--- config.mk ---
export PLATFORM = sky130hd
export DESIGN_NAME = pipeline
export DESIGN_NICKNAME = d
export VERILOG_FILES = /design/src/common/pipeline_pkg.sv /design/src/fetch/instruction_fetch.sv /design/src/logic/decode_issue.sv /design/src/logic/execute_stage.sv /design/src/logic/pipeline.sv /design/src/logic/pipeline_register.sv /design/src/logic/regfile.sv
export VERILOG_INCLUDE_DIRS = /design/src /design/src/common
export SDC_FILE = /design/constraint.sdc
export NUM_CORES = 2
export LEC_CHECK = 0
export BUFFER_PORTS_ARGS = -buffer_cell sky130_fd_sc_hd__buf_2
export CAP_MARGIN = 20
export CORE_AREA = 2 2 356 358
export DETAILED_ROUTE_END_ITERATION = 8
export DIE_AREA = 0 0 358 360
export PLACE_DENSITY = 0.71
export SETUP_SLACK_MARGIN = 0.5
export SKIP_CTS_REPAIR_TIMING = 1
export SYNTH_ARGS = -nofsm -noshare
export SYNTH_HDL_FRONTEND = slang
export SYNTH_SLANG_ARGS = --single-unit
export TNS_END_PERCENT = 10
--- constraint.sdc ---
create_clock -name clock -period 14.9 [get_ports clock]
set_clock_uncertainty 0.15 [all_clocks]
set_input_delay 2.98 -clock clock [delete_from_list [all_inputs] [get_ports clock]]
set_output_delay 2.98 -clock clock [all_outputs]
set_load 0.01 [all_outputs]
--- src/common/pipeline_params.svh ---
// Width, register count, memory tag and reset PC constants for the RV32 subset core
`ifndef PIPELINE_PARAMS_SVH
`define PIPELINE_PARAMS_SVH

// Data path and address width
`define XLEN 32

// Architectural registers, x0 included
`define NUM_REGS 32

// Bits needed to name one register
`define REG_IDX_W 5

// Memory tag width, tag zero never names a request
`define MEM_TAG_W 4

// Memory returns a double word per request
`define MEM_DATA_W 64

// Address of the first fetch after reset
`define RESET_PC 32'h0000_0000

`endif

--- src/common/pipeline_pkg.sv ---
// Bus command, ALU operation, scalar and stage packet types for the RV32 subset core
`include "pipeline_params.svh"

package pipeline_pkg;

    typedef logic [`XLEN-1:0]      word_t;
    typedef logic [`REG_IDX_W-1:0] reg_idx_t;
    // Zero reads as no tag
    typedef logic [`MEM_TAG_W-1:0] mem_tag_t;

    // Memory command, same encoding as the full core minus stores
    typedef enum logic [1:0] {
        BUS_NONE = 2'h0,
        BUS_LOAD = 2'h1
    } bus_command_t;

    typedef enum logic [2:0] {
        ALU_ADD  = 3'd0,
        ALU_SUB  = 3'd1,
        ALU_AND  = 3'd2,
        ALU_OR   = 3'd3,
        ALU_XOR  = 3'd4,
        ALU_BEQ  = 3'd5,
        ALU_BNE  = 3'd6,
        ALU_NONE = 3'd7
    } alu_op_t;

    // Fetch to decode, valid on top so an all-zero packet is a bubble
    typedef struct packed {
        logic        valid;
        word_t       pc;
        word_t       npc;
        logic [31:0] inst;
    } if_packet_t;

    // Decode to execute
    typedef struct packed {
        logic     valid;
        word_t    pc;
        word_t    npc;
        alu_op_t  alu_op;
        reg_idx_t dest_idx;
        logic     wr_en;
        logic     use_imm;
        word_t    rs1_value;
        word_t    rs2_value;
        word_t    imm;
        word_t    branch_offset;
    } id_ex_packet_t;

    // Execute to complete, drives the register file and the commit ports
    typedef struct packed {
        logic     valid;
        word_t    npc;
        reg_idx_t dest_idx;
        logic     wr_en;
        word_t    result;
    } ex_co_packet_t;

endpackage

--- src/fetch/instruction_fetch.sv ---
// Program counter, tagged memory request sequencing, tag matching and branch redirect
`include "pipeline_params.svh"

module instruction_fetch
    import pipeline_pkg::*;
(
    input  logic                   clock,
    input  logic                   reset,
    input  logic                   stall,
    input  logic                   redirect,
    input  word_t                  redirect_pc,
    input  mem_tag_t               mem2proc_response,
    input  mem_tag_t               mem2proc_tag,
    input  logic [`MEM_DATA_W-1:0] mem2proc_data,
    output bus_command_t           proc2mem_command,
    output word_t                  proc2mem_addr,
    output if_packet_t             if_packet
);

    // Idle, waiting for acceptance, waiting for data
    typedef enum logic [1:0] {
        FETCH_IDLE,
        FETCH_REQ,
        FETCH_WAIT
    } fetch_state_t;

    fetch_state_t state;
    word_t        pc;
    // Bus address, kept apart from pc so a redirect never moves a pending request
    word_t        req_addr;
    mem_tag_t     req_tag;
    logic         stale;
    logic         have_inst;
    logic [31:0]  inst_buf;
    logic         taken;
    logic         accepted;
    logic         tag_match;
    logic [31:0]  mem_inst;

    // Decode takes the packet whenever it is not stalled
    assign taken     = have_inst && !stall;
    assign accepted  = (state == FETCH_REQ) && (mem2proc_response != '0);
    assign tag_match = (state == FETCH_WAIT) && (mem2proc_tag == req_tag);
    // Address bit 2 picks the word inside the double word
    assign mem_inst  = req_addr[2] ? mem2proc_data[`MEM_DATA_W-1:`XLEN]
                                   : mem2proc_data[`XLEN-1:0];

    assign proc2mem_command = (state == FETCH_REQ) ? BUS_LOAD : BUS_NONE;
    assign proc2mem_addr    = req_addr;

    ////////////////////////////////////////////////////////////////////////////
    // Request sequencing and PC
    ////////////////////////////////////////////////////////////////////////////

    always_ff @(posedge clock) begin
        if (reset) begin
            state     <= FETCH_IDLE;
            pc        <= `RESET_PC;
            req_addr  <= `RESET_PC;
            stale     <= 1'b0;
            have_inst <= 1'b0;
        end else begin
            case (state)
                FETCH_IDLE: begin
                    // One request at a time, only once the buffer is empty
                    if (!have_inst && !redirect) begin
                        state    <= FETCH_REQ;
                        req_addr <= pc;
                    end
                end
                FETCH_REQ: begin
                    if (accepted) begin
                        state <= FETCH_WAIT;
                    end
                    // Request keeps its address, its data gets thrown away
                    if (redirect) begin
                        stale <= 1'b1;
                    end
                end
                FETCH_WAIT: begin
                    if (tag_match) begin
                        state <= FETCH_IDLE;
                        stale <= 1'b0;
                        if (!stale && !redirect) begin
                            have_inst <= 1'b1;
                        end
                    end else if (redirect) begin
                        stale <= 1'b1;
                    end
                end
                default: begin
                    state <= FETCH_IDLE;
                end
            endcase

            // Redirect drops the held packet and wins over an advance
            if (redirect) begin
                pc        <= redirect_pc;
                have_inst <= 1'b0;
            end else if (taken) begin
                pc        <= pc + word_t'(4);
                have_inst <= 1'b0;
            end
        end
    end

    // Tag and instruction payload
    always_ff @(posedge clock) begin
        if (accepted) begin
            req_tag <= mem2proc_response;
        end
        if (tag_match) begin
            inst_buf <= mem_inst;
        end
    end

    always_comb begin
        if_packet.valid = have_inst;
        if_packet.pc    = pc;
        if_packet.npc   = pc + word_t'(4);
        if_packet.inst  = inst_buf;
    end

endmodule

--- src/logic/decode_issue.sv ---
// Instruction decode, immediate generation, register read and read-after-write stall
`include "pipeline_params.svh"

module decode_issue
    import pipeline_pkg::*;
(
    input  if_packet_t    if_id,
    input  id_ex_packet_t id_ex,
    input  word_t         rf_data_1,
    input  word_t         rf_data_2,
    output reg_idx_t      rf_idx_1,
    output reg_idx_t      rf_idx_2,
    output logic          stall,
    output id_ex_packet_t id_packet
);

    // Major opcodes kept by this core
    localparam logic [6:0] OPCODE_OP     = 7'b0110011;
    localparam logic [6:0] OPCODE_OP_IMM = 7'b0010011;
    localparam logic [6:0] OPCODE_BRANCH = 7'b1100011;

    logic [31:0] inst;
    reg_idx_t    rd;
    alu_op_t     alu_op;
    logic        use_imm;
    logic        writes_rd;
    logic        uses_rs1;
    logic        uses_rs2;
    logic        producer;
    word_t       imm_i;
    word_t       imm_b;

    assign inst     = if_id.inst;
    assign rd       = inst[11:7];
    assign rf_idx_1 = inst[19:15];
    assign rf_idx_2 = inst[24:20];

    // Sign-extended I-type and B-type immediates
    assign imm_i = {{(`XLEN-12){inst[31]}}, inst[31:20]};
    assign imm_b = {{(`XLEN-12){inst[31]}}, inst[7], inst[30:25], inst[11:8], 1'b0};

    always_comb begin
        alu_op = ALU_NONE;
        case (inst[6:0])
            OPCODE_OP: begin
                // funct7 and funct3 together
                case ({inst[31:25], inst[14:12]})
                    10'b0000000_000: alu_op = ALU_ADD;
                    10'b0100000_000: alu_op = ALU_SUB;
                    10'b0000000_111: alu_op = ALU_AND;
                    10'b0000000_110: alu_op = ALU_OR;
                    10'b0000000_100: alu_op = ALU_XOR;
                    default:         alu_op = ALU_NONE;
                endcase
            end
            OPCODE_OP_IMM: alu_op = (inst[14:12] == 3'b000) ? ALU_ADD : ALU_NONE;
            OPCODE_BRANCH: begin
                if (inst[14:12] == 3'b000) begin
                    alu_op = ALU_BEQ;
                end else if (inst[14:12] == 3'b001) begin
                    alu_op = ALU_BNE;
                end
            end
            default: alu_op = ALU_NONE;
        endcase
    end

    // Operand use follows from the op, unknown encodings read nothing
    assign use_imm   = (inst[6:0] == OPCODE_OP_IMM);
    assign writes_rd = (alu_op != ALU_NONE) && (alu_op != ALU_BEQ) && (alu_op != ALU_BNE);
    assign uses_rs1  = (alu_op != ALU_NONE);
    assign uses_rs2  = (alu_op != ALU_NONE) && !use_imm;

    // Only the instruction one stage ahead matters, older results come via write-through
    assign producer = id_ex.valid && id_ex.wr_en && (id_ex.dest_idx != '0);
    assign stall    = if_id.valid && producer &&
                      ((uses_rs1 && (rf_idx_1 == id_ex.dest_idx)) ||
                       (uses_rs2 && (rf_idx_2 == id_ex.dest_idx)));

    always_comb begin
        id_packet.valid         = if_id.valid && !stall;
        id_packet.pc            = if_id.pc;
        id_packet.npc           = if_id.npc;
        id_packet.alu_op        = alu_op;
        id_packet.dest_idx      = writes_rd ? rd : '0;
        id_packet.wr_en         = writes_rd && (rd != '0);
        id_packet.use_imm       = use_imm;
        id_packet.rs1_value     = rf_data_1;
        id_packet.rs2_value     = rf_data_2;
        id_packet.imm           = imm_i;
        id_packet.branch_offset = imm_b;
    end

endmodule

--- src/logic/execute_stage.sv ---
// ALU, branch compare and taken-branch redirect for the RV32 subset core
module execute_stage
    import pipeline_pkg::*;
(
    input  id_ex_packet_t id_ex,
    output ex_co_packet_t ex_packet,
    output logic          redirect,
    output word_t         redirect_pc
);

    word_t opnd_a;
    word_t opnd_b;
    word_t result;
    logic  operands_equal;
    logic  branch_taken;

    // ADDI takes the immediate in place of rs2
    assign opnd_a         = id_ex.rs1_value;
    assign opnd_b         = id_ex.use_imm ? id_ex.imm : id_ex.rs2_value;
    assign operands_equal = (id_ex.rs1_value == id_ex.rs2_value);

    always_comb begin
        result       = '0;
        branch_taken = 1'b0;
        case (id_ex.alu_op)
            ALU_ADD: result = opnd_a + opnd_b;
            ALU_SUB: result = opnd_a - opnd_b;
            ALU_AND: result = opnd_a & opnd_b;
            ALU_OR:  result = opnd_a | opnd_b;
            ALU_XOR: result = opnd_a ^ opnd_b;
            // Branches compare the raw register values
            ALU_BEQ: branch_taken = operands_equal;
            ALU_BNE: branch_taken = !operands_equal;
            default: result = '0;
        endcase
    end

    // Bubbles never redirect
    assign redirect    = id_ex.valid && branch_taken;
    assign redirect_pc = id_ex.pc + id_ex.branch_offset;

    always_comb begin
        ex_packet.valid    = id_ex.valid;
        // Taken branch retires with its target as the next PC
        ex_packet.npc      = redirect ? redirect_pc : id_ex.npc;
        ex_packet.dest_idx = id_ex.dest_idx;
        // A stalled slot may still carry a write flag
        ex_packet.wr_en    = id_ex.valid && id_ex.wr_en;
        ex_packet.result   = result;
    end

endmodule

--- src/logic/pipeline.sv ---
// Top level of the in-order RV32 subset core with fetch, stage registers and commit ports
`include "pipeline_params.svh"

module pipeline
    import pipeline_pkg::*;
(
    input  logic                   clock,
    input  logic                   reset,
    input  mem_tag_t               mem2proc_response,
    input  logic [`MEM_DATA_W-1:0] mem2proc_data,
    input  mem_tag_t               mem2proc_tag,
    output bus_command_t           proc2mem_command,
    output word_t                  proc2mem_addr,
    output logic                   commit_valid,
    output logic                   commit_wr_en,
    output reg_idx_t               commit_wr_idx,
    output word_t                  commit_wr_data,
    output word_t                  commit_NPC
);

    ////////////////////////////////////////////////////////////////////////////
    // Stage wires
    ////////////////////////////////////////////////////////////////////////////

    if_packet_t    if_packet;
    if_packet_t    if_id_q;
    id_ex_packet_t id_packet;
    id_ex_packet_t id_ex_q;
    ex_co_packet_t ex_packet;
    ex_co_packet_t ex_co_q;

    logic     stall;
    logic     redirect;
    word_t    redirect_pc;
    reg_idx_t rf_idx_1;
    reg_idx_t rf_idx_2;
    word_t    rf_data_1;
    word_t    rf_data_2;

    instruction_fetch fetch_0 (
        .clock(clock),
        .reset(reset),
        .stall(stall),
        .redirect(redirect),
        .redirect_pc(redirect_pc),
        .mem2proc_response(mem2proc_response),
        .mem2proc_tag(mem2proc_tag),
        .mem2proc_data(mem2proc_data),
        .proc2mem_command(proc2mem_command),
        .proc2mem_addr(proc2mem_addr),
        .if_packet(if_packet)
    );

    // IF/ID holds under a stall
    pipeline_register #(.payload_t(if_packet_t)) if_id_reg (
        .clock(clock),
        .reset(reset),
        .hold(stall),
        .flush(redirect),
        .d(if_packet),
        .q(if_id_q)
    );

    decode_issue decode_0 (
        .if_id(if_id_q),
        .id_ex(id_ex_q),
        .rf_data_1(rf_data_1),
        .rf_data_2(rf_data_2),
        .rf_idx_1(rf_idx_1),
        .rf_idx_2(rf_idx_2),
        .stall(stall),
        .id_packet(id_packet)
    );

    // Write port fed straight from EX/CO
    regfile regfile_0 (
        .clock(clock),
        .read_idx_1(rf_idx_1),
        .read_idx_2(rf_idx_2),
        .write_en(ex_co_q.wr_en),
        .write_idx(ex_co_q.dest_idx),
        .write_data(ex_co_q.result),
        .read_out_1(rf_data_1),
        .read_out_2(rf_data_2)
    );

    // Stall bubble arrives through d, not through hold
    pipeline_register #(.payload_t(id_ex_packet_t)) id_ex_reg (
        .clock(clock),
        .reset(reset),
        .hold(1'b0),
        .flush(redirect),
        .d(id_packet),
        .q(id_ex_q)
    );

    execute_stage execute_0 (
        .id_ex(id_ex_q),
        .ex_packet(ex_packet),
        .redirect(redirect),
        .redirect_pc(redirect_pc)
    );

    // Never flushed, the taken branch itself lands here
    pipeline_register #(.payload_t(ex_co_packet_t)) ex_co_reg (
        .clock(clock),
        .reset(reset),
        .hold(1'b0),
        .flush(1'b0),
        .d(ex_packet),
        .q(ex_co_q)
    );

    // Commit ports
    assign commit_valid   = ex_co_q.valid;
    assign commit_wr_en   = ex_co_q.wr_en;
    assign commit_wr_idx  = ex_co_q.dest_idx;
    assign commit_wr_data = ex_co_q.result;
    assign commit_NPC     = ex_co_q.npc;

endmodule

--- src/logic/pipeline_register.sv ---
// Type-parameterized stage register with synchronous reset, stall hold and flush
module pipeline_register #(
    // Stage packet, valid bit must read low when all bits are zero
    parameter type payload_t = logic
) (
    input  logic     clock,
    input  logic     reset,
    input  logic     hold,
    input  logic     flush,
    input  payload_t d,
    output payload_t q
);

    // Reset and flush both leave a bubble
    // Flush beats hold so a taken branch clears a stalled stage too
    always_ff @(posedge clock) begin
        if (reset || flush) begin
            q <= '0;
        end else if (!hold) begin
            // Normal advance
            q <= d;
        end
    end

endmodule

--- src/logic/regfile.sv ---
// Architectural register file with x0 tied to zero and write-through reads
`include "pipeline_params.svh"

module regfile
    import pipeline_pkg::*;
(
    input  logic     clock,
    input  reg_idx_t read_idx_1,
    input  reg_idx_t read_idx_2,
    input  logic     write_en,
    input  reg_idx_t write_idx,
    input  word_t    write_data,
    output word_t    read_out_1,
    output word_t    read_out_2
);

    word_t regs [`NUM_REGS];

    // x0 reads zero
    // Same-cycle write to the read index is forwarded
    assign read_out_1 = (read_idx_1 == '0) ? '0 :
                        (write_en && (write_idx == read_idx_1)) ? write_data : regs[read_idx_1];
    assign read_out_2 = (read_idx_2 == '0) ? '0 :
                        (write_en && (write_idx == read_idx_2)) ? write_data : regs[read_idx_2];

    // Writes to x0 dropped
    always_ff @(posedge clock) begin
        if (write_en && (write_idx != '0)) begin
            regs[write_idx] <= write_data;
        end
    end

endmodule

==> results.md <==
- The residual DRC count is 0.
- The commonest cells after synthesis are 1060 x sky130_fd_sc_hd__edfxtp_1, 580 x sky130_fd_sc_hd__mux4_2, 388 x sky130_fd_sc_hd__dfxtp_1.
- Setup repair after global routing left no endpoint under its margin.
- The mapped netlist covers 68200 um2.
- Synthesis inferred 1448 register bits.
- Headroom to the max-slew limit came out at 0.229.
- The average size of a mapped cell is 15.1 um2.
- The length of the first detailed-routing pass in iterations is 6.
- The DRC marker count from the first detailed-route iteration is 5482.
- The buffer levels on the longest clock path is 3.
- The met2 layer usage reported by global route is 0.453.
- Power spread over the standard cell area amounts to 115 nW/um2.
- The top-area cell type share of the netlist area is 0.467.
- The setup TNS is 0 ns.
- In the final routed layout, each cell accounts on average for 29.5 um.
- The count of nets left with antenna violations after detail routing is 0.
- The final number of hold-violating endpoints is 0.
- Once layout is complete, the utilization of the core stands at 0.610.
- The number of placed instances, taps included, is 6165.
- The remaining global-route overflow is 0.
- The synthesized netlist contains 92 unique library cells.
- The kind of critical path is flop to flop.
- The worst hold slack after final layout is 0.280 ns.
- For this configuration, the core starts out at a cell density of 0.546.
- In this run the most used layer during global routing was met2.
- The most used flip-flop cell after synthesis is sky130_fd_sc_hd__edfxtp_1.
- In the synthesized netlist the async set-or-reset flop fraction comes to 0.
- Counting every sink on the clock net gives 1448.
- The max-cap violation count is 0.
- The number of antenna violations at the first check in global routing is 1.
- The repair_antennas step left the layout with diodes totalling 0.
- In the synthesized netlist, the number of instances is 4511.
- The largest fanout on the critical path is 34.
- The wire length of the first global-routing pass is 279000 um.
- Entering global routing, the biggest net connects 120 pins.
- The number of max-slew violations in the final report is 0.
- The horizontal die dimension is 358 um.
- The flow ran to the end, and the final reports show no timing, DRC or antenna violations.
- The worst setup path is launched from a flop.
- For met1 alone, demand over resource in global routing was 0.431.
- The cell area after layout is 76200 um2.
- The required time of the critical path is 15.46 ns.
- The cell area after placement is 71100 um2.
- By instance count, the leading cell after synthesis is sky130_fd_sc_hd__edfxtp_1.
- The TritonCTS clock tree is yes.
- Dividing the detail-routed via count by the number of cells gives 6.58.
- The worst hold-check path type is flop to flop.
- The global routing met3 resource utilization is 0.0660.
- The H-tree depth is 4.
- IR analysis of the VDD net gives a maximum drop of 124 uV.
- The clock buffer count from CTS is 150.
- For the worst setup path, the data arrival time is 6.09 ns.
- The routability congestion estimate from global placement is 0.975.
- Subtracting the final worst setup slack from the clock period gives 5.53 ns.
- The worst setup path is captured at a flop.
- The clock latency of the later-clocked register in the worst-skew pair is 0.80 ns.
- The largest area contributor in the netlist is sky130_fd_sc_hd__edfxtp_1.
- The total routing resource utilization after global routing is 0.297.
- 179 I/O pins were placed.
- The part of the Yosys area used for sequential elements is 0.581.
- The placeable core region is 125000 um2.
- The total of buffers placed on input and output ports is 177.
- The post-detailed-routing wire length is 190000 um.
- The half-perimeter wire length after detailed placement is 110000 um.
- The fraction of final layout cells sized beyond drive strength 1 is 0.258.
- The area added between synthesis and finish is 11.8%.
- After synthesis, the cell types taking the most area are sky130_fd_sc_hd__edfxtp_1 47%, sky130_fd_sc_hd__mux4_2 19%, sky130_fd_sc_hd__dfxtp_1 11%.
- The floorplan has 130 rows.
- The number of nets in the layout is 4880.
- For this block, the via count after detailed routing is 42433.
- The final number of setup-violating endpoints is 0.
- In this run the static leakage power is 26.2 nW.
- The root buffer selected by CTS is sky130_fd_sc_hd__clkbuf_16.
- The ratio of final minimum period to clock period is 0.371.
- The floorplan step set the die height to 360 um.
- The transition time of the tightest slew-check pin is 1.15 ns.
- The non-filler instance count after layout is 6445.
- Yosys printed 0 warnings.
- The fmax is 0.181 GHz.
- After clock tree synthesis, the clock-pin slew on the worst setup and hold paths is 0.06 ns.
- The number of global-route vias before repair is 41397.
- The number of synthesized flops with an enable pin is 1060.
- The die footprint is 129000 um2.
-- power breakdown --
group	internal, mW	switching [mW]	leakage (nW)
Clock	2.19	1.60	2.43
Combinational	0.241	0.357	10.8
Sequential	4.36	0.0432	13.0
-- stage by stage --
step | total power [mW] | setup WS, ns
2_1_floorplan | 4.88 | 10.03
3_3_place_gp | 5.07 | 9.55
3_5_place_dp | 5.07 | 9.53
4_1_cts | 8.82 | 9.45
5_1_grt | 9.03 | 9.05
6_report | 8.78 | 9.37
-- logic make-up after synthesis --
family	Yosys count	synth area share
AOI/OAI and AO/OA	625	0.0594
DFF	1448	0.581
adders and majority gates	133	0.0246
and+or+nand+nor	925	0.0623
other	1	0.0000550
buffers and inverters	402	0.0256
xor gates and xnor gates	194	0.0250
muxes	783	0.222
-- area by class of cell --
| cell class | count | area (um2) |
|---|---|---|
| Fill cell | 9150 | 48700 |
| Tap cell | 1650 | 2060 |
| Clock inverter | 63 | 778 |
| Clock buffer | 211 | 4190 |
| Inverter | 87 | 332 |
| Timing Repair Buffer | 293 | 1920 |
| Multi-Input combinational cell | 2693 | 27300 |
| Sequential cell | 1448 | 39600 |
-- state kept, by name, indices dropped and copies added, names as in the netlist --
name / flops
regfile_0.regs: 1024
id_ex_reg.q: 154
if_id_reg.q: 95
ex_co_reg.q: 71
fetch_0.inst_buf: 32
fetch_0.pc: 32
fetch_0.proc2mem_addr: 32
fetch_0.req_tag: 4
fetch_0.state: 2
fetch_0.have_inst: 1
fetch_0.stale: 1
-- critical path, stage by stage (launching register included) --
cell	delay (ns)
sky130_fd_sc_hd__dfxtp_2	0.98
sky130_fd_sc_hd__mux2i_1	0.44
sky130_fd_sc_hd__ha_1	0.24
sky130_fd_sc_hd__o21ai_1	0.09
sky130_fd_sc_hd__or2_4	0.27
sky130_fd_sc_hd__nor4_4	0.36
sky130_fd_sc_hd__and3_1	0.25
sky130_fd_sc_hd__and3_4	0.23
sky130_fd_sc_hd__nor2_1	0.06
sky130_fd_sc_hd__xnor2_1	0.14
sky130_fd_sc_hd__ha_1	0.36
sky130_fd_sc_hd__a211oi_1	0.35
sky130_fd_sc_hd__o211ai_1	0.15
sky130_fd_sc_hd__nand2_1	0.15
sky130_fd_sc_hd__o211ai_1	0.11
sky130_fd_sc_hd__nand3b_1	0.17
sky130_fd_sc_hd__o21ai_0	0.29
sky130_fd_sc_hd__o21ai_0	0.16
sky130_fd_sc_hd__or3_1	0.38
sky130_fd_sc_hd__o211ai_1	0.09
-- final timing paths --
| kind | startpoint | end | slack [ns] | cells past startpoint |
|---|---|---|---|---|
| max | id_ex_reg.q[128] | ex_co_reg.q[31] | 9.37 | 19 |
| min | id_ex_reg.q[161] | ex_co_reg.q[61] | 0.28 | 2 |
| max reg2reg | id_ex_reg.q[128] | ex_co_reg.q[31] | 9.37 | 19 |
| min reg2reg | id_ex_reg.q[161] | ex_co_reg.q[61] | 0.28 | 2 |
-- cell usage in the layout, fill, tap and decap left out, types with 19 or more instances in the layout --
| cell | n |
|---|---|
| sky130_fd_sc_hd__conb_1 | 33 |
| sky130_fd_sc_hd__edfxtp_1 | 1060 |
| sky130_fd_sc_hd__mux2i_1 | 147 |
| sky130_fd_sc_hd__nand3_1 | 37 |
| sky130_fd_sc_hd__o22ai_1 | 35 |
| sky130_fd_sc_hd__dfxtp_1 | 375 |
| sky130_fd_sc_hd__a21oi_1 | 224 |
| sky130_fd_sc_hd__mux2_2 | 55 |
| sky130_fd_sc_hd__buf_2 | 176 |
| sky130_fd_sc_hd__nor3_1 | 38 |
| sky130_fd_sc_hd__nand2b_1 | 19 |
| sky130_fd_sc_hd__a211oi_1 | 98 |
| sky130_fd_sc_hd__nor2_4 | 34 |
| sky130_fd_sc_hd__clkinv_2 | 24 |
| sky130_fd_sc_hd__a21o_1 | 28 |
| sky130_fd_sc_hd__nor4_1 | 20 |
| sky130_fd_sc_hd__clkbuf_16 | 153 |
| sky130_fd_sc_hd__inv_1 | 85 |
| sky130_fd_sc_hd__xor2_1 | 92 |
| sky130_fd_sc_hd__nand2_1 | 332 |
| sky130_fd_sc_hd__o21ai_0 | 73 |
| sky130_fd_sc_hd__buf_4 | 107 |
| sky130_fd_sc_hd__mux4_2 | 580 |
| sky130_fd_sc_hd__a22oi_1 | 19 |
| sky130_fd_sc_hd__and2_1 | 90 |
| sky130_fd_sc_hd__xnor2_1 | 101 |
| sky130_fd_sc_hd__clkbuf_1 | 43 |
| sky130_fd_sc_hd__ha_1 | 131 |
| sky130_fd_sc_hd__nor2_1 | 257 |
-- per-layer routing --
| layer | up-vias | wire length, um |
|---|---|---|
| li1 | 17982 | - |
| met2 | 2521 | 88500 |
| met1 | 21596 | 75400 |
| met4 | 0 | 5100 |
| met5 | - | 0 |
| met3 | 334 | 21300 |
Note: power is estimated with default switching activity, not from simulation.
